[src/common/stb_gen_defines.svh]
/* width and reset value macros for the strobe generator,
   APB bus widths and register byte offsets */
`ifndef STB_GEN_DEFINES_SVH
`define STB_GEN_DEFINES_SVH

// cycle counter and measured period
`define STB_CNT_WIDTH 16

// low phase of the strobe
`define STB_HOLD_WIDTH 8
`define STB_HOLD_DEFAULT 5

// APB bus
`define APB_ADDR_WIDTH 4
`define APB_DATA_WIDTH 32

// register byte offsets
`define REG_CTRL 0
`define REG_HOLD 4
`define REG_STATUS 8
`define REG_PERIOD 12

`endif

[src/common/stb_pkg.sv]
/* measurement state enum, config and status structs */
`include "stb_gen_defines.svh"

package stb_pkg;

   // measurement and generation states
   typedef enum logic [1:0] {
      ST_GEN,
      ST_WAIT_FIRST,
      ST_MEASURE
   } stb_state_e;

   // host configuration, 9 bits
   typedef struct packed {
      logic                       oe;
      logic [`STB_HOLD_WIDTH-1:0] hold;
   } stb_cfg_t;

   // status word, rdy lands in bit 0
   typedef struct packed {
      logic valid;
      logic err;
      logic rdy;
   } stb_status_t;

endpackage

[src/common/apb_pkg.sv]
/* APB request and response structs, register address enum */
`include "stb_gen_defines.svh"

package apb_pkg;

   typedef struct packed {
      logic                       psel;
      logic                       penable;
      logic                       pwrite;
      logic [`APB_ADDR_WIDTH-1:0] paddr;
      logic [`APB_DATA_WIDTH-1:0] pwdata;
   } apb_req_t;

   typedef struct packed {
      logic [`APB_DATA_WIDTH-1:0] prdata;
      logic                       pready;
      logic                       pslverr;
   } apb_rsp_t;

   // mapped register offsets
   typedef enum logic [`APB_ADDR_WIDTH-1:0] {
      ADDR_CTRL   = `REG_CTRL,
      ADDR_HOLD   = `REG_HOLD,
      ADDR_STATUS = `REG_STATUS,
      ADDR_PERIOD = `REG_PERIOD
   } apb_reg_e;

endpackage

[src/rtl/apb_regs.sv]
/* APB slave with CTRL, HOLD, STATUS and PERIOD registers,
   run pulse generation */
`timescale 1ns/10ps
`include "stb_gen_defines.svh"

module apb_regs
   import stb_pkg::*, apb_pkg::*;
(
   input  logic                      clk_i,
   input  logic                      arst_i,
   input  apb_req_t                  apb_req_i,
   output apb_rsp_t                  apb_rsp_o,
   input  stb_status_t               status_i,
   input  logic [`STB_CNT_WIDTH-1:0] period_i,
   output stb_cfg_t                  cfg_o,
   output logic                      run_o
);

   logic                       access;
   logic                       wr_en;
   logic                       rd_en;
   logic                       hit;
   apb_reg_e                   addr;
   logic                       oe_q;
   logic [`STB_HOLD_WIDTH-1:0] hold_q;
   logic                       run_q;
   logic [`APB_DATA_WIDTH-1:0] rdata;

   // access phase, no wait states
   assign access = apb_req_i.psel & apb_req_i.penable;
   assign wr_en  = access & apb_req_i.pwrite;
   assign rd_en  = access & ~apb_req_i.pwrite;
   assign addr   = apb_reg_e'(apb_req_i.paddr);

   always_comb begin
      hit = 1'b1;
      case (addr)
         ADDR_CTRL, ADDR_HOLD, ADDR_STATUS, ADDR_PERIOD: hit = 1'b1;
         default: hit = 1'b0;
      endcase
   end

   always_ff @(posedge clk_i or posedge arst_i) begin
      if (arst_i) begin
         oe_q   <= 1'b0;
         hold_q <= `STB_HOLD_WIDTH'(`STB_HOLD_DEFAULT);
         run_q  <= 1'b0;
      end else begin
         // run is a one-cycle strobe, never stored
         run_q <= 1'b0;
         if (wr_en) begin
            case (addr)
               ADDR_CTRL: begin
                  oe_q  <= apb_req_i.pwdata[0];
                  run_q <= apb_req_i.pwdata[1];
               end
               ADDR_HOLD: hold_q <= apb_req_i.pwdata[`STB_HOLD_WIDTH-1:0];
               default: ;
            endcase
         end
      end
   end

   // read mux, zero outside a read access
   always_comb begin
      rdata = '0;
      if (rd_en) begin
         case (addr)
            ADDR_CTRL:   rdata[0] = oe_q;
            ADDR_HOLD:   rdata[`STB_HOLD_WIDTH-1:0] = hold_q;
            ADDR_STATUS: rdata[2:0] = status_i;
            ADDR_PERIOD: rdata[`STB_CNT_WIDTH-1:0] = period_i;
            default:     rdata = '0;
         endcase
      end
   end

   assign apb_rsp_o.prdata  = rdata;
   assign apb_rsp_o.pready  = 1'b1;
   assign apb_rsp_o.pslverr = access & ~hit;

   assign cfg_o.oe   = oe_q;
   assign cfg_o.hold = hold_q;
   assign run_o      = run_q;

   // back-to-back CTRL writes still give separate pulses
   a_run_single : assert property (
      @(posedge clk_i) disable iff (arst_i) run_o |=> !run_o
   );

endmodule

[src/stb_core/stb_fsm.sv]
/* measurement and generation state machine,
   overflow error and valid flag tracking */
`timescale 1ns/10ps

module stb_fsm
   import stb_pkg::*;
(
   input  logic        clk_i,
   input  logic        arst_i,
   input  logic        run_i,
   input  logic        edge_i,
   input  logic        cnt_sat_i,
   input  logic        wrap_i,
   output stb_status_t status_o,
   output logic        cnt_clr_o,
   output logic        load_period_o,
   output logic        gen_en_o
);

   stb_state_e state_q;
   stb_state_e state_d;
   logic       err_q;
   logic       err_d;
   logic       valid_q;
   logic       valid_d;

   always_comb begin
      state_d       = state_q;
      err_d         = err_q;
      valid_d       = valid_q;
      cnt_clr_o     = 1'b0;
      load_period_o = 1'b0;
      if (run_i) begin
         // restart from any state
         state_d   = ST_WAIT_FIRST;
         err_d     = 1'b0;
         valid_d   = 1'b0;
         cnt_clr_o = 1'b1;
      end else begin
         case (state_q)
            ST_WAIT_FIRST: begin
               if (cnt_sat_i) begin
                  state_d = ST_GEN;
                  err_d   = 1'b1;
               end else if (edge_i) begin
                  state_d   = ST_MEASURE;
                  cnt_clr_o = 1'b1;
               end
            end
            ST_MEASURE: begin
               // saturation wins, the period would not fit
               if (cnt_sat_i) begin
                  state_d = ST_GEN;
                  err_d   = 1'b1;
               end else if (edge_i) begin
                  state_d       = ST_GEN;
                  valid_d       = 1'b1;
                  load_period_o = 1'b1;
                  cnt_clr_o     = 1'b1;
               end
            end
            default: begin
               if (valid_q && wrap_i)
                  cnt_clr_o = 1'b1;
            end
         endcase
      end
   end

   always_ff @(posedge clk_i or posedge arst_i) begin
      if (arst_i) begin
         state_q <= ST_GEN;
         err_q   <= 1'b0;
         valid_q <= 1'b0;
      end else begin
         state_q <= state_d;
         err_q   <= err_d;
         valid_q <= valid_d;
      end
   end

   assign status_o.rdy   = (state_q == ST_GEN);
   assign status_o.err   = err_q;
   assign status_o.valid = valid_q;
   assign gen_en_o       = (state_q == ST_GEN) & valid_q;

   // a captured period is never followed by a fresh overflow
   a_load_no_err : assert property (
      @(posedge clk_i) disable iff (arst_i) load_period_o |=> !$rose(err_q)
   );

endmodule

[src/stb_core/period_timer.sv]
/* input synchronizer, rising edge detect and saturating counter */
`timescale 1ns/10ps
`include "stb_gen_defines.svh"

module period_timer (
   input  logic                      clk_i,
   input  logic                      arst_i,
   input  logic                      sig_i,
   input  logic                      clr_i,
   output logic                      edge_o,
   output logic [`STB_CNT_WIDTH-1:0] cnt_o,
   output logic                      cnt_sat_o
);

   logic                      sync1_q;
   logic                      sync2_q;
   logic                      prev_q;
   logic [`STB_CNT_WIDTH-1:0] cnt_q;

   // two-flop synchronizer plus one stage for edge detect
   always_ff @(posedge clk_i or posedge arst_i) begin
      if (arst_i) begin
         sync1_q <= 1'b0;
         sync2_q <= 1'b0;
         prev_q  <= 1'b0;
      end else begin
         sync1_q <= sig_i;
         sync2_q <= sync1_q;
         prev_q  <= sync2_q;
      end
   end

   assign edge_o    = sync2_q & ~prev_q;
   assign cnt_sat_o = &cnt_q;

   always_ff @(posedge clk_i or posedge arst_i) begin
      if (arst_i)
         cnt_q <= '0;
      else if (clr_i)
         cnt_q <= '0;
      else if (!cnt_sat_o)
         cnt_q <= cnt_q + 1'b1;
   end

   assign cnt_o = cnt_q;

   a_no_wrap : assert property (
      @(posedge clk_i) disable iff (arst_i) (cnt_sat_o && !clr_i) |=> cnt_sat_o
   );

endmodule

[src/stb_core/period_capture.sv]
/* measured period register, wrap detect and strobe shaping */
`timescale 1ns/10ps
`include "stb_gen_defines.svh"

module period_capture
   import stb_pkg::*;
(
   input  logic                      clk_i,
   input  logic                      arst_i,
   input  logic                      load_i,
   input  logic                      gen_en_i,
   input  logic [`STB_CNT_WIDTH-1:0] cnt_i,
   input  stb_cfg_t                  cfg_i,
   output logic [`STB_CNT_WIDTH-1:0] period_o,
   output logic                      wrap_o,
   output logic                      stb_o
);

   logic [`STB_CNT_WIDTH-1:0] period_q;
   logic [`STB_CNT_WIDTH-1:0] hold_ext;
   logic                      low_phase;
   logic                      stb_q;

   // counter was cleared on the first edge, so it reads N-1 at the second
   always_ff @(posedge clk_i or posedge arst_i) begin
      if (arst_i)
         period_q <= '0;
      else if (load_i)
         period_q <= cnt_i + 1'b1;
   end

   assign hold_ext = {{(`STB_CNT_WIDTH-`STB_HOLD_WIDTH){1'b0}}, cfg_i.hold};

   assign wrap_o = gen_en_i & (cnt_i == period_q - 1'b1);

   // hold of N or more keeps the strobe low all period
   assign low_phase = (hold_ext >= period_q) | (cnt_i >= period_q - hold_ext);

   always_ff @(posedge clk_i or posedge arst_i) begin
      if (arst_i)
         stb_q <= 1'b0;
      else
         stb_q <= gen_en_i & cfg_i.oe & ~low_phase;
   end

   assign period_o = period_q;
   assign stb_o    = stb_q;

endmodule

[src/rtl/stb_gen_top.sv]
/* strobe generator top, register block, FSM, timer and capture */
`timescale 1ns/10ps
`include "stb_gen_defines.svh"

module stb_gen_top
   import stb_pkg::*, apb_pkg::*;
(
   input  logic     clk_i,
   input  logic     arst_i,
   input  apb_req_t apb_req_i,
   output apb_rsp_t apb_rsp_o,
   input  logic     sig_i,
   output logic     stb_o,
   output logic     rdy_o,
   output logic     err_o
);

   stb_cfg_t                  cfg;
   stb_status_t               status;
   logic                      run_pulse;
   logic                      cnt_clr;
   logic                      load_period;
   logic                      gen_en;
   logic                      edge_det;
   logic                      cnt_sat;
   logic                      wrap;
   logic [`STB_CNT_WIDTH-1:0] cnt;
   logic [`STB_CNT_WIDTH-1:0] period;

   apb_regs i_apb_regs (
      .clk_i     (clk_i),
      .arst_i    (arst_i),
      .apb_req_i (apb_req_i),
      .apb_rsp_o (apb_rsp_o),
      .status_i  (status),
      .period_i  (period),
      .cfg_o     (cfg),
      .run_o     (run_pulse)
   );

   stb_fsm i_stb_fsm (
      .clk_i         (clk_i),
      .arst_i        (arst_i),
      .run_i         (run_pulse),
      .edge_i        (edge_det),
      .cnt_sat_i     (cnt_sat),
      .wrap_i        (wrap),
      .status_o      (status),
      .cnt_clr_o     (cnt_clr),
      .load_period_o (load_period),
      .gen_en_o      (gen_en)
   );

   period_timer i_period_timer (
      .clk_i     (clk_i),
      .arst_i    (arst_i),
      .sig_i     (sig_i),
      .clr_i     (cnt_clr),
      .edge_o    (edge_det),
      .cnt_o     (cnt),
      .cnt_sat_o (cnt_sat)
   );

   period_capture i_period_capture (
      .clk_i    (clk_i),
      .arst_i   (arst_i),
      .load_i   (load_period),
      .gen_en_i (gen_en),
      .cnt_i    (cnt),
      .cfg_i    (cfg),
      .period_o (period),
      .wrap_o   (wrap),
      .stb_o    (stb_o)
   );

   assign rdy_o = status.rdy;
   assign err_o = status.err;

endmodule

[config.mk]
export PLATFORM = sky130hd
export DESIGN_NAME = stb_gen_top
export DESIGN_NICKNAME = d
export VERILOG_FILES = /design/src/common/stb_pkg.sv /design/src/common/apb_pkg.sv /design/src/rtl/apb_regs.sv /design/src/stb_core/stb_fsm.sv /design/src/stb_core/period_timer.sv /design/src/stb_core/period_capture.sv /design/src/rtl/stb_gen_top.sv
export VERILOG_INCLUDE_DIRS = /design/src /design/src/common
export SDC_FILE = /design/constraint.sdc
export NUM_CORES = 1
export LEC_CHECK = 0
export BUFFER_PORTS_ARGS = -buffer_cell sky130_fd_sc_hd__buf_4
export CAP_MARGIN = 30
export CORE_ASPECT_RATIO = 1.75
export CORE_MARGIN = 2
export CORE_UTILIZATION = 50
export CTS_CLUSTER_DIAMETER = 80
export CTS_CLUSTER_SIZE = 12
export DETAILED_ROUTE_END_ITERATION = 12
export PLACE_DENSITY_LB_ADDON = 0.12
export SLEW_MARGIN = 10
export SYNTH_ARGS = -nofsm -noshare
export SYNTH_HDL_FRONTEND = slang
export SYNTH_SLANG_ARGS = --single-unit
[constraint.sdc]
create_clock -name clk_i -period 3.85 [get_ports clk_i]
set_input_delay 0.385 -clock clk_i [delete_from_list [all_inputs] [get_ports clk_i]]
set_output_delay 0.385 -clock clk_i [all_outputs]
set_load 0.005 [all_outputs]
# ---- Word level (Yosys, flattened, before mapping)
# Cells that the tools add are included.
dict set report word_totals {
  reg_bits 50
  latch_bits 0
  ramBits 0
  rom_bits 0
  inputBits 42
  output_inout_bits 37
  memories 0
}
dict set report op_classes {
  addsub 3
  multipliers 0
  div_mod_pow 0
  order_cmp 2
  eq_ne 10
  n_shift 0
  mux 30
  bitwise_logic 14
  reduce_logical 16
}
# cell count
set op_table {}
lappend op_table {{two-way mux 16 bit} 3}
lappend op_table {{two-way mux 1 bit} 17}
lappend op_table {{adder 16 x 1 -> 16 bit (second input constant)} 1}
lappend op_table {{== test 16 bit} 1}
lappend op_table {{>= comparator 16 bit} 1}
lappend op_table {{>= comparator 8 x 16 -> 1 bit} 1}
lappend op_table {{AND reduction 16 bit} 1}
lappend op_table {{subtractor 16 x 1 -> 16 bit (second input constant)} 1}
lappend op_table {{subtractor 16 x 8 -> 16 bit} 1}
lappend op_table {{two-way mux 2 bit} 5}
lappend op_table {{one-hot mux 5 bit (2 select lines)} 1}
lappend op_table {{AND 1 bit} 9}
lappend op_table {{== test 4 bit (second input constant)} 2}
lappend op_table {{two-way mux 8 bit} 1}
lappend op_table {{inequality test 4 bit (second input constant)} 2}
lappend op_table {{nonzero test 2 bit} 4}
lappend op_table {{one-hot mux 2 bit (3 select lines)} 1}
lappend op_table {{AND reduction 2 bit} 3}
lappend op_table {{AND reduction 3 bit} 2}
lappend op_table {{== test 4 x 3 -> 1 bit (second input constant)} 1}
lappend op_table {{logical NOT 4 bit} 1}
lappend op_table {{NOT 1 bit} 4}
lappend op_table {{one-hot mux 1 bit (4 select lines)} 1}
lappend op_table {{one-hot mux 2 bit (2 select lines)} 1}
lappend op_table {{10 further kinds} 10}

# ---- Depth between registers and ports, before layout
# Gate-level depths: netlist of the first run.
dict set report depth {
  word_depth 8
  mapped_depth 17
  ltp_nobuf 17
}

# ---- Modules after synthesis
# Synthesis of the first run repeated with hierarchy kept, for this count alone.
dict set report unflattened {
  cells_unflattened 486
  area_unflattened_um2 4357.9
}
# mod instances cells_each area_each_um2 seq_area_each_um2
set modules_own_cells {}
lappend modules_own_cells {period_capture 1 281 2258.4 425.4}
lappend modules_own_cells {period_timer 1 98 1019.7 475.5}
lappend modules_own_cells {apb_regs 1 78 800.8 252.7}
lappend modules_own_cells {stb_fsm 1 29 279.0 100.1}

# ---- Worst setup path before layout of the first run
# Ideal clock, no wire load.
dict set report synth_path {
  path_kind {flip-flop to flip-flop}
  startpoint {register i_period_capture.period_q[0] (netlist: i_period_capture.period_o[0])}
  endpoint {register i_period_capture.stb_q (netlist: i_period_capture.stb_o)}
  setup_time_ns 0.082
  arrival_time_ns 2.940
  required_ns 3.768
  setup_slack_ns 0.828
  stages_incl_launch_ff 17
  path_buffers 0
  synth_period_minus_slack_ns 3.022
  path_cell_list {dfrtp_1 inv_1 ha_1 fa_1 inv_1 a21oi_1 o21bai_1 a31oi_1 a21oi_1 nor3_1 xnor2_1 ha_1 nor2b_1 o21ai_0 nor4bb_1 o21ai_0 a31oi_1}
}
dict set report synth_between {
  elab_chain_cells 5
}
# item line_no
set synth_lines {}
lappend synth_lines {{start: declaration} period_capture.sv:19} ;# logic [`STB_CNT_WIDTH-1:0] period_q;
lappend synth_lines {{start signal: assignment} period_capture.sv:29} ;# period_q <= cnt_i + 1'b1;
lappend synth_lines {{subtractor 16 x 8 -> 16 bit} period_capture.sv:37} ;# assign low_phase = (hold_ext >= period_q) | (cnt_i >= period_q - hold_ext);
lappend synth_lines {{>= comparator 16 bit} period_capture.sv:37}
lappend synth_lines {{bitwise OR 1 bit (*)} period_capture.sv:37}
lappend synth_lines {{NOT 1 bit (*)} period_capture.sv:43} ;# stb_q <= gen_en_i & cfg_i.oe & ~low_phase;
lappend synth_lines {{AND 1 bit (*)} period_capture.sv:43}
lappend synth_lines {{end signal: assignment} period_capture.sv:43}
lappend synth_lines {{end: declaration} period_capture.sv:22} ;# logic stb_q;
# Mark *: on every way between the ends. The rest lies on a longest branch, timed or not.
# A chain may end at the register's enable or synchronous reset.

# ---- Worst setup path in the final report of the first run
dict set report layout_path {
  startpoint {register i_apb_regs.hold_q[1]}
  endpoint {register i_period_capture.stb_q (netlist: i_period_capture.stb_o)}
}
dict set report layout_between {
  elab_chain_cells 5
}
# item line_no
set layout_lines {}
lappend layout_lines {{start: declaration} apb_regs.sv:25} ;# logic [`STB_HOLD_WIDTH-1:0] hold_q;
lappend layout_lines {{start signal: assignment} apb_regs.sv:46} ;# hold_q <= `STB_HOLD_WIDTH'(`STB_HOLD_DEFAULT);
lappend layout_lines {{start signal: assignment} apb_regs.sv:57} ;# ADDR_HOLD: hold_q <= apb_req_i.pwdata[`STB_HOLD_WIDTH-1:0];
lappend layout_lines {{subtractor 16 x 8 -> 16 bit} period_capture.sv:37}
lappend layout_lines {{>= comparator 16 bit} period_capture.sv:37}
lappend layout_lines {{bitwise OR 1 bit (*)} period_capture.sv:37}
lappend layout_lines {{NOT 1 bit (*)} period_capture.sv:43}
lappend layout_lines {{AND 1 bit (*)} period_capture.sv:43}
# Marked as above.

==> flow_metrics.env, run 1 <==
export IMPL_status="completed"
export IMPL_synth_top_family_by_area="simple AND/OR/NAND/NOR gates"
export IMPL_p_int_uw=1520
export IMPL_yosys_area_share_adder_pct=9.53
export IMPL_final_antenna_net_count=0
export IMPL_numPlacedInstances=562
export IMPL_postCtsHoldBufs=0
export IMPL_sequentialPowerShare_pct=27.7
export IMPL_fin_ws_ns=0.218
export IMPL_drt_iter0_drc=128
export IMPL_syn_inst=447
export IMPL_routabilityCongestion=0.907
export IMPL_worst_pin_slew_ns=0.682
export IMPL_grt_usage_pct=24.3
export IMPL_cts_tree="yes"
export IMPL_p_sw_share_pct=40.2
export IMPL_htreeDepth=2
export IMPL_crit_path_start_kind="flip-flop"
export IMPL_cts_buffers=5
export IMPL_crit_end="i_period_capture.stb_o"
export IMPL_first_pass_iters=4
export IMPL_fillCellCount=758
export IMPL_ys_top_cells_by_area="dfrtp_1 (30%), ha_1 (9.0%), xnor2_1 (8.1%)"
export IMPL_synth_async_reset_ratio_pct=100
export IMPL_cpPeakStageDelay_ns=0.41
export IMPL_clockBufferDepth=2
export IMPL_dp_hpwl_mm=7.98
export IMPL_avgSynthCellArea_sq_um=8.99
export IMPL_end_kind="flip-flop"
export IMPL_hold_path_class="input port to async pin"
export IMPL_io_buffers=37
export IMPL_critPathBufInv=2
export IMPL_slew_viol_final=0
export IMPL_crit_required_ns=4.06
export IMPL_finalNetCount=551
export IMPL_combPwrFrac_pct=54.3
export IMPL_min_period_over_period_pct=94.3
export IMPL_path_clk_slew_ns=0.07
export IMPL_r2r_end="i_period_capture.stb_o"
export IMPL_power_leakage_uw=0.00213
export IMPL_r2r_worst_path_cells=17
export IMPL_vias=3324
export IMPL_synth_xor_area_share_pct=10.0
export IMPL_setup_viol=0
export IMPL_regToRegSetupSlack_ns=0.22
export IMPL_cts_sinks=50
export IMPL_synthMuxAreaShare_pct=8.97
export IMPL_ys_types=56
export IMPL_slew_headroom_pct=54.4
export IMPL_preCtsSetupSlack_ns=0.219
export IMPL_finalSetupTns_ns=0
export IMPL_grt_pass1_vias=3330
export IMPL_critPathTopFamily="simple AND/OR/NAND/NOR gates"
export IMPL_synthSimpleGateAreaFrac_pct=20.5
export IMPL_fin_crit_ns=3.63
export IMPL_postCtsSetupRepairBufs=0
export IMPL_drt_wl_total_mm=10.2
export IMPL_die_w_um=71.8
export IMPL_die_h_um=123
export IMPL_grt_pass1_wl_mm=16.3
export IMPL_clock_latency_ns=0.30
export IMPL_synth_edff_count=0
export IMPL_finalNonFillerCells=570
export IMPL_grt_ovfl_total=0
export IMPL_antenna_found_initial=0
export IMPL_clockRootBuffer="clkbuf_16"
export IMPL_grt_max_degree=31
export IMPL_netlist_area_sq_um=4020
export IMPL_critical_path_class="flip-flop to flip-flop"
export IMPL_cts_resized=0
export IMPL_synth_top_cell_by_area="dfrtp_1"
export IMPL_detail_route_wl_per_cell_um=17.9
export IMPL_rows=43
export IMPL_synth_most_common_cell="dfrtp_1"
export IMPL_cp_startpoint="i_apb_regs.hold_q[1]"
export IMPL_crit_cells=17
export IMPL_initial_core_util_pct=51.2
export IMPL_max_freq_mhz=275
export IMPL_ys_seq_elements=50
export IMPL_maxCapViolCount=0
export IMPL_antenna_diode_count=0
export IMPL_pwr_share_clk_pct=18.0
export IMPL_dpl_instance_area_sq_um=4350
export IMPL_clock_skew_ns=0.0120
export IMPL_ys_flop_type="dfrtp_1"
export IMPL_hold_violations=0
export IMPL_r2r_start="i_apb_regs.hold_q[1]"
export IMPL_p_per_area_nw_per_um2=564
export IMPL_drive_gt1_share_pct=20.8
export IMPL_cp_cell_sequence="inv_1 -> ha_1 -> nor2b_1 -> o21ai_0 -> a21oi_1 -> nor4_2 -> nor3b_1 -> buf_4 -> nor3_1 -> xnor2_1 -> ha_1 -> a21oi_1 -> nor2b_1 -> o21ai_0 -> nor4bb_1 -> o21ai_0 -> a31oi_1"
export IMPL_core_area_sq_um=7860
export IMPL_synth_compound_area_share_pct=11.4
export IMPL_worst_ir_drop_vdd_v=0.000315
export IMPL_synth_seq_area_share_pct=31.2
export IMPL_rsz0062_at_grt="no"
export IMPL_vias_per_cell=5.83
export IMPL_yosys_warnings=0
export IMPL_yosysTopAreaCellShare_pct=29.9
export IMPL_design_area_sq_um=4500
export IMPL_die_area_sq_um=8800
export IMPL_route_detailed_drc=0
export IMPL_synthToLayoutAreaGrowth_pct=12.1
export IMPL_p_sw_uw=1020
export IMPL_synthTopCellsByCount="dfrtp_1 (48), xnor2_1 (37), ha_1 (29)"
export IMPL_path_max_fanout=4
export IMPL_crit_path_top_delay_cell="dfrtp_1"
export IMPL_io_pins=79
export IMPL_crit_top_cell="o21ai_0"
export IMPL_cp_arrival_ns=3.85
## per-layer routing
layer / share of wire (%) / global-route usage [%] / up-vias
li1: - / - / 1602
met1: 36 / 25.7 / 1580
met2: 54 / 45.4 / 112
met3: 4.7 / 2.87 / 30
met4: 5.1 / 13.6 / 0
met5: 0 / 0 / -
## sequential cells by signal, summed over array words and instances (netlist names)
name / count
i_apb_regs.hold_q: 8
i_apb_regs.oe_q: 1
i_apb_regs.run_o: 1
i_period_capture.period_o: 16
i_period_capture.stb_o: 1
i_period_timer.cnt_o: 16
i_period_timer.prev_q: 1
i_period_timer.sync1_q: 1
i_period_timer.sync2_q: 1
i_stb_fsm.err_q: 1
i_stb_fsm.state_q: 2
i_stb_fsm.valid_q: 1
## cell usage in the layout (no fill, tap or decap), drive strengths merged, types with 3 or more instances in the layout
cell type  netlist  layout
a21o             5       5
a21oi           27      27
a31oi            4       4
and2             4       4
and3            10      10
buf             25      47
clkbuf          12       7
conb             2      17
dfrtp           48      48
ha              29      29
inv             26      26
mux2            22      22
mux2i            9       9
nand2           20      20
nand2b           9       9
nand3            9       9
nand4           10      10
nor2            37      37
nor2b            8       8
nor3            17      17
nor3b            3       3
nor4             9       9
o21ai           19      19
or4              3       3
xnor2           37      37
xor2             9       9
## worst register-to-register path: stages, from the launching register on
cell      delay [ns]
dfrtp_1         0.41
inv_1           0.06
ha_1            0.30
nor2b_1         0.13
o21ai_0         0.22
a21oi_1         0.17
nor4_2          0.29
nor3b_1         0.14
buf_4           0.17
nor3_1          0.27
xnor2_1         0.16
ha_1            0.26
a21oi_1         0.13
nor2b_1         0.05
o21ai_0         0.13
nor4bb_1        0.32
o21ai_0         0.15
a31oi_1         0.17
## how the worst min path moves through the flow
| stage | from | end | slack, ns | depth (start not counted) |
|---|---|---|---|---|
| 2_1_floorplan | i_period_timer.sync1_q | i_period_timer.sync2_q | 0.33 | 0 |
| 3_3_place_gp | i_period_timer.sync1_q | i_period_timer.sync2_q | 0.34 | 0 |
| 3_5_place_dp | i_period_timer.sync1_q | i_period_timer.sync2_q | 0.34 | 0 |
| 4_1_cts | sig_i | i_period_timer.sync1_q | 0.19 | 1 |
| 5_1_grt | sig_i | i_period_timer.sync1_q | 0.19 | 1 |
| 6_report | arst_i | i_period_capture.period_o[13] | 0.20 | 2 |
## power by group through the flow
stage	clock network, uW	logic (uW)	registers, uW
final	458	1380	704
after CTS	467	1380	703
after detailed placement	0	1370	714
after global placement	0	1330	712
after global routing	490	1550	715
after floorplan	0	1050	683
## cell families after synthesis
kind of cell | count (synthesis)
flops | 50
compound gates | 74
fa+ha+maj | 30
buf+inv | 63
mux | 32
simple gates | 150
xor+xnor | 46
other cells | 2
## area by class of cell
cell class / instances / area [sq um] / area share (%)
clock inverters: 1 / 5.00 / 0.111
inverters: 26 / 97.6 / 2.17
well taps: 90 / 113 / 2.50
clock buffers: 7 / 143 / 3.17
flip-flops and latches: 50 / 1250 / 27.8
repair buffers: 47 / 398 / 8.83
multi-input cells: 349 / 2490 / 55.4
## through the flow
step           hold WS (ns)  total power [uW]  utilization [%]
2_1_floorplan         0.331              1730                -
3_3_place_gp          0.339              2040             55.0
3_5_place_dp          0.340              2080             55.4
4_1_cts               0.192              2550             57.3
5_1_grt               0.186              2760             57.3
6_report              0.196              2540             57.3
(Power assumes the default switching activity.)
==> run 2, diff against run 1 <==
==> constraint.sdc (replaced) <==
create_clock -name clk_i -period 3.85 [get_ports clk_i]
set_input_delay 0.77 -clock clk_i [delete_from_list [all_inputs] [get_ports clk_i]]
set_output_delay 0.77 -clock clk_i [all_outputs]
set_load 0.005 [all_outputs]
==> run 2 against run 1 <==
Hold slack better by 0.15 ns. Die area stayed put. Global-route usage is 0.33 points higher. Sequential cell count stayed put. Sequential share of layout area is 0.16 points lower. Critical endpoint unchanged. Highest routed layer unchanged.
==> flow_metrics.env, run 2 (synthesis results as in run 1) <==
export IMPL_maxCapViolCount=0
export IMPL_path_max_fanout=5
export IMPL_dp_hpwl_mm=7.92
export IMPL_die_h_um=123
export IMPL_cts_buffers=5
export IMPL_slew_viol_final=0
export IMPL_clock_latency_ns=0.30
export IMPL_crit_required_ns=4.07
export IMPL_grt_max_degree=27
export IMPL_setup_viol=0
export IMPL_final_cell_mix="dfrtp_1 (48), buf_4 (47), xnor2_1 (37), ha_1 (29), a21oi_1 (27)"
export IMPL_worst_ir_drop_vdd_v=0.000306
export IMPL_initial_core_util_pct=51.2
export IMPL_seqCellArea_sq_um=1250
export IMPL_rsz0062_at_grt="no"
export IMPL_critical_path_class="flip-flop to flip-flop"
export IMPL_multi_input_area_sq_um=2490
export IMPL_postCtsHoldBufs=0
export IMPL_clockBufferDepth=2
export IMPL_antenna_diode_count=0
export IMPL_final_antenna_net_count=0
export IMPL_vias_per_cell=5.68
export IMPL_end_kind="flip-flop"
export IMPL_status="completed"
export IMPL_numPlacedInstances=563
export IMPL_drive_gt1_share_pct=21.2
export IMPL_rows=43
export IMPL_cts_sinks=50
export IMPL_worst_pin_slew_ns=0.762
export IMPL_cp_arrival_ns=3.80
export IMPL_grt_usage_pct=24.7
export IMPL_grt_pass1_wl_mm=16.5
export IMPL_max_freq_mhz=279
export IMPL_finalNonFillerCells=571
export IMPL_fillCellCount=732
export IMPL_grt_pass1_vias=3262
export IMPL_die_w_um=71.8
export IMPL_die_area_sq_um=8800
export IMPL_antenna_found_initial=0
export IMPL_vias=3245
export IMPL_finalNetCount=552
export IMPL_route_detailed_drc=0
export IMPL_core_area_sq_um=7860
export IMPL_drt_iter0_drc=147
export IMPL_grt_ovfl_total=0
export IMPL_io_buffers=37
export IMPL_p_per_area_nw_per_um2=592
export IMPL_finalSetupTns_ns=0
export IMPL_min_period_over_period_pct=93.0
export IMPL_clock_skew_ns=0.0104
export IMPL_cts_tree="yes"
export IMPL_final_common_cell="dfrtp_1"
export IMPL_synthToLayoutAreaGrowth_pct=12.7
export IMPL_crit_path_start_kind="flip-flop"
export IMPL_routabilityCongestion=0.913
export IMPL_first_pass_iters=4
export IMPL_detail_route_wl_per_cell_um=17.9
export IMPL_path_clk_slew_ns=0.07
export IMPL_htreeDepth=2
export IMPL_hold_path_class="flip-flop to flip-flop"
export IMPL_slew_headroom_pct=48.8
export IMPL_r2r_start="i_period_capture.period_o[0]"
export IMPL_whs_ns=0.348
export IMPL_cp_startpoint="i_period_capture.period_o[0]"
export IMPL_drt_wl_total_mm=10.2
export IMPL_fin_crit_ns=3.58
export IMPL_power_leakage_uw=0.00215
export IMPL_clockRootBuffer="clkbuf_16"
export IMPL_io_pins=79
export IMPL_hp_start="i_period_timer.sync1_q"
export IMPL_hold_violations=0
==> run 2: metrics by stage <==
| stage | util (%) | total power (uW) | cell area, sq um | worst slack, ns |
|---|---|---|---|---|
| after floorplan | - | 1730 | 4080 | 0.828 |
| after global placement | 55.1 | 2040 | 4330 | 0.336 |
| after detailed placement | 55.1 | 2080 | 4330 | 0.267 |
| after CTS | 57.6 | 2680 | 4520 | 0.244 |
| after global routing | 57.7 | 2900 | 4530 | 0.0260 |
| final | 57.7 | 2680 | 4530 | 0.270 |
==> run 2: repair_timing <==
item / CTS / global route
endpoints found under the setup margin: 0 / 1
resized for setup: 0 / 2
buffers inserted: 0 / 0
==> run 2: cell type report <==
class                      instances  share of cell area [%]
clock inverter                     2                    1.33
multi-input combinational        349                    55.1
timing repair buffer              48                    8.23
tap                               90                    2.49
inverter                          26                    2.15
sequential                        50                    27.7
clock buffer                       6                    3.07
==> run 2: worst max-delay path, stage by stage (launching register included) <==
cell	delay, ns
dfrtp_1	0.36
inv_1	0.08
ha_1	0.20
fa_1	0.41
inv_1	0.07
a21oi_1	0.06
o21bai_1	0.25
a31oi_1	0.15
a21oi_1	0.25
buf_12	0.16
nor3_1	0.05
xnor2_1	0.15
ha_1	0.29
nor2b_1	0.13
o21ai_0	0.13
o21ai_0	0.11
a211oi_1	0.35
o21ai_0	0.13
a31oi_1	0.17
==> run 2: path summary, 6_finish.rpt <==
path                                            to  cells past startpoint  slack [ns]
max                         i_period_capture.stb_o                     18        0.27
min                         i_period_timer.sync2_q                      0        0.35
max reg2reg                 i_period_capture.stb_o                     18        0.27
min reg2reg                 i_period_timer.sync2_q                      0        0.35
max in group asynchronous     i_apb_regs.hold_q[0]                      3        2.53
min in group asynchronous  i_period_timer.cnt_o[0]                      2        0.52
==> run 2: per-layer routing <==
metal	routed length (um)	track usage, %	vias to the layer above
met1	3850	26.2	1516
met3	348	2.96	30
met4	509	12.9	0
met5	0	0	-
met2	5490	46.3	91
li1	-	-	1608
==> run 2: power by group <==
group / total [uW] / internal, uW / switching, uW / leakage (uW)
logic: 1390 / 659 / 733 / 0.00139
registers: 695 / 602 / 93.2 / 0.000657
clock network: 593 / 390 / 202 / 0.0000971
total: 2680 / 1650 / 1030 / 0.00215
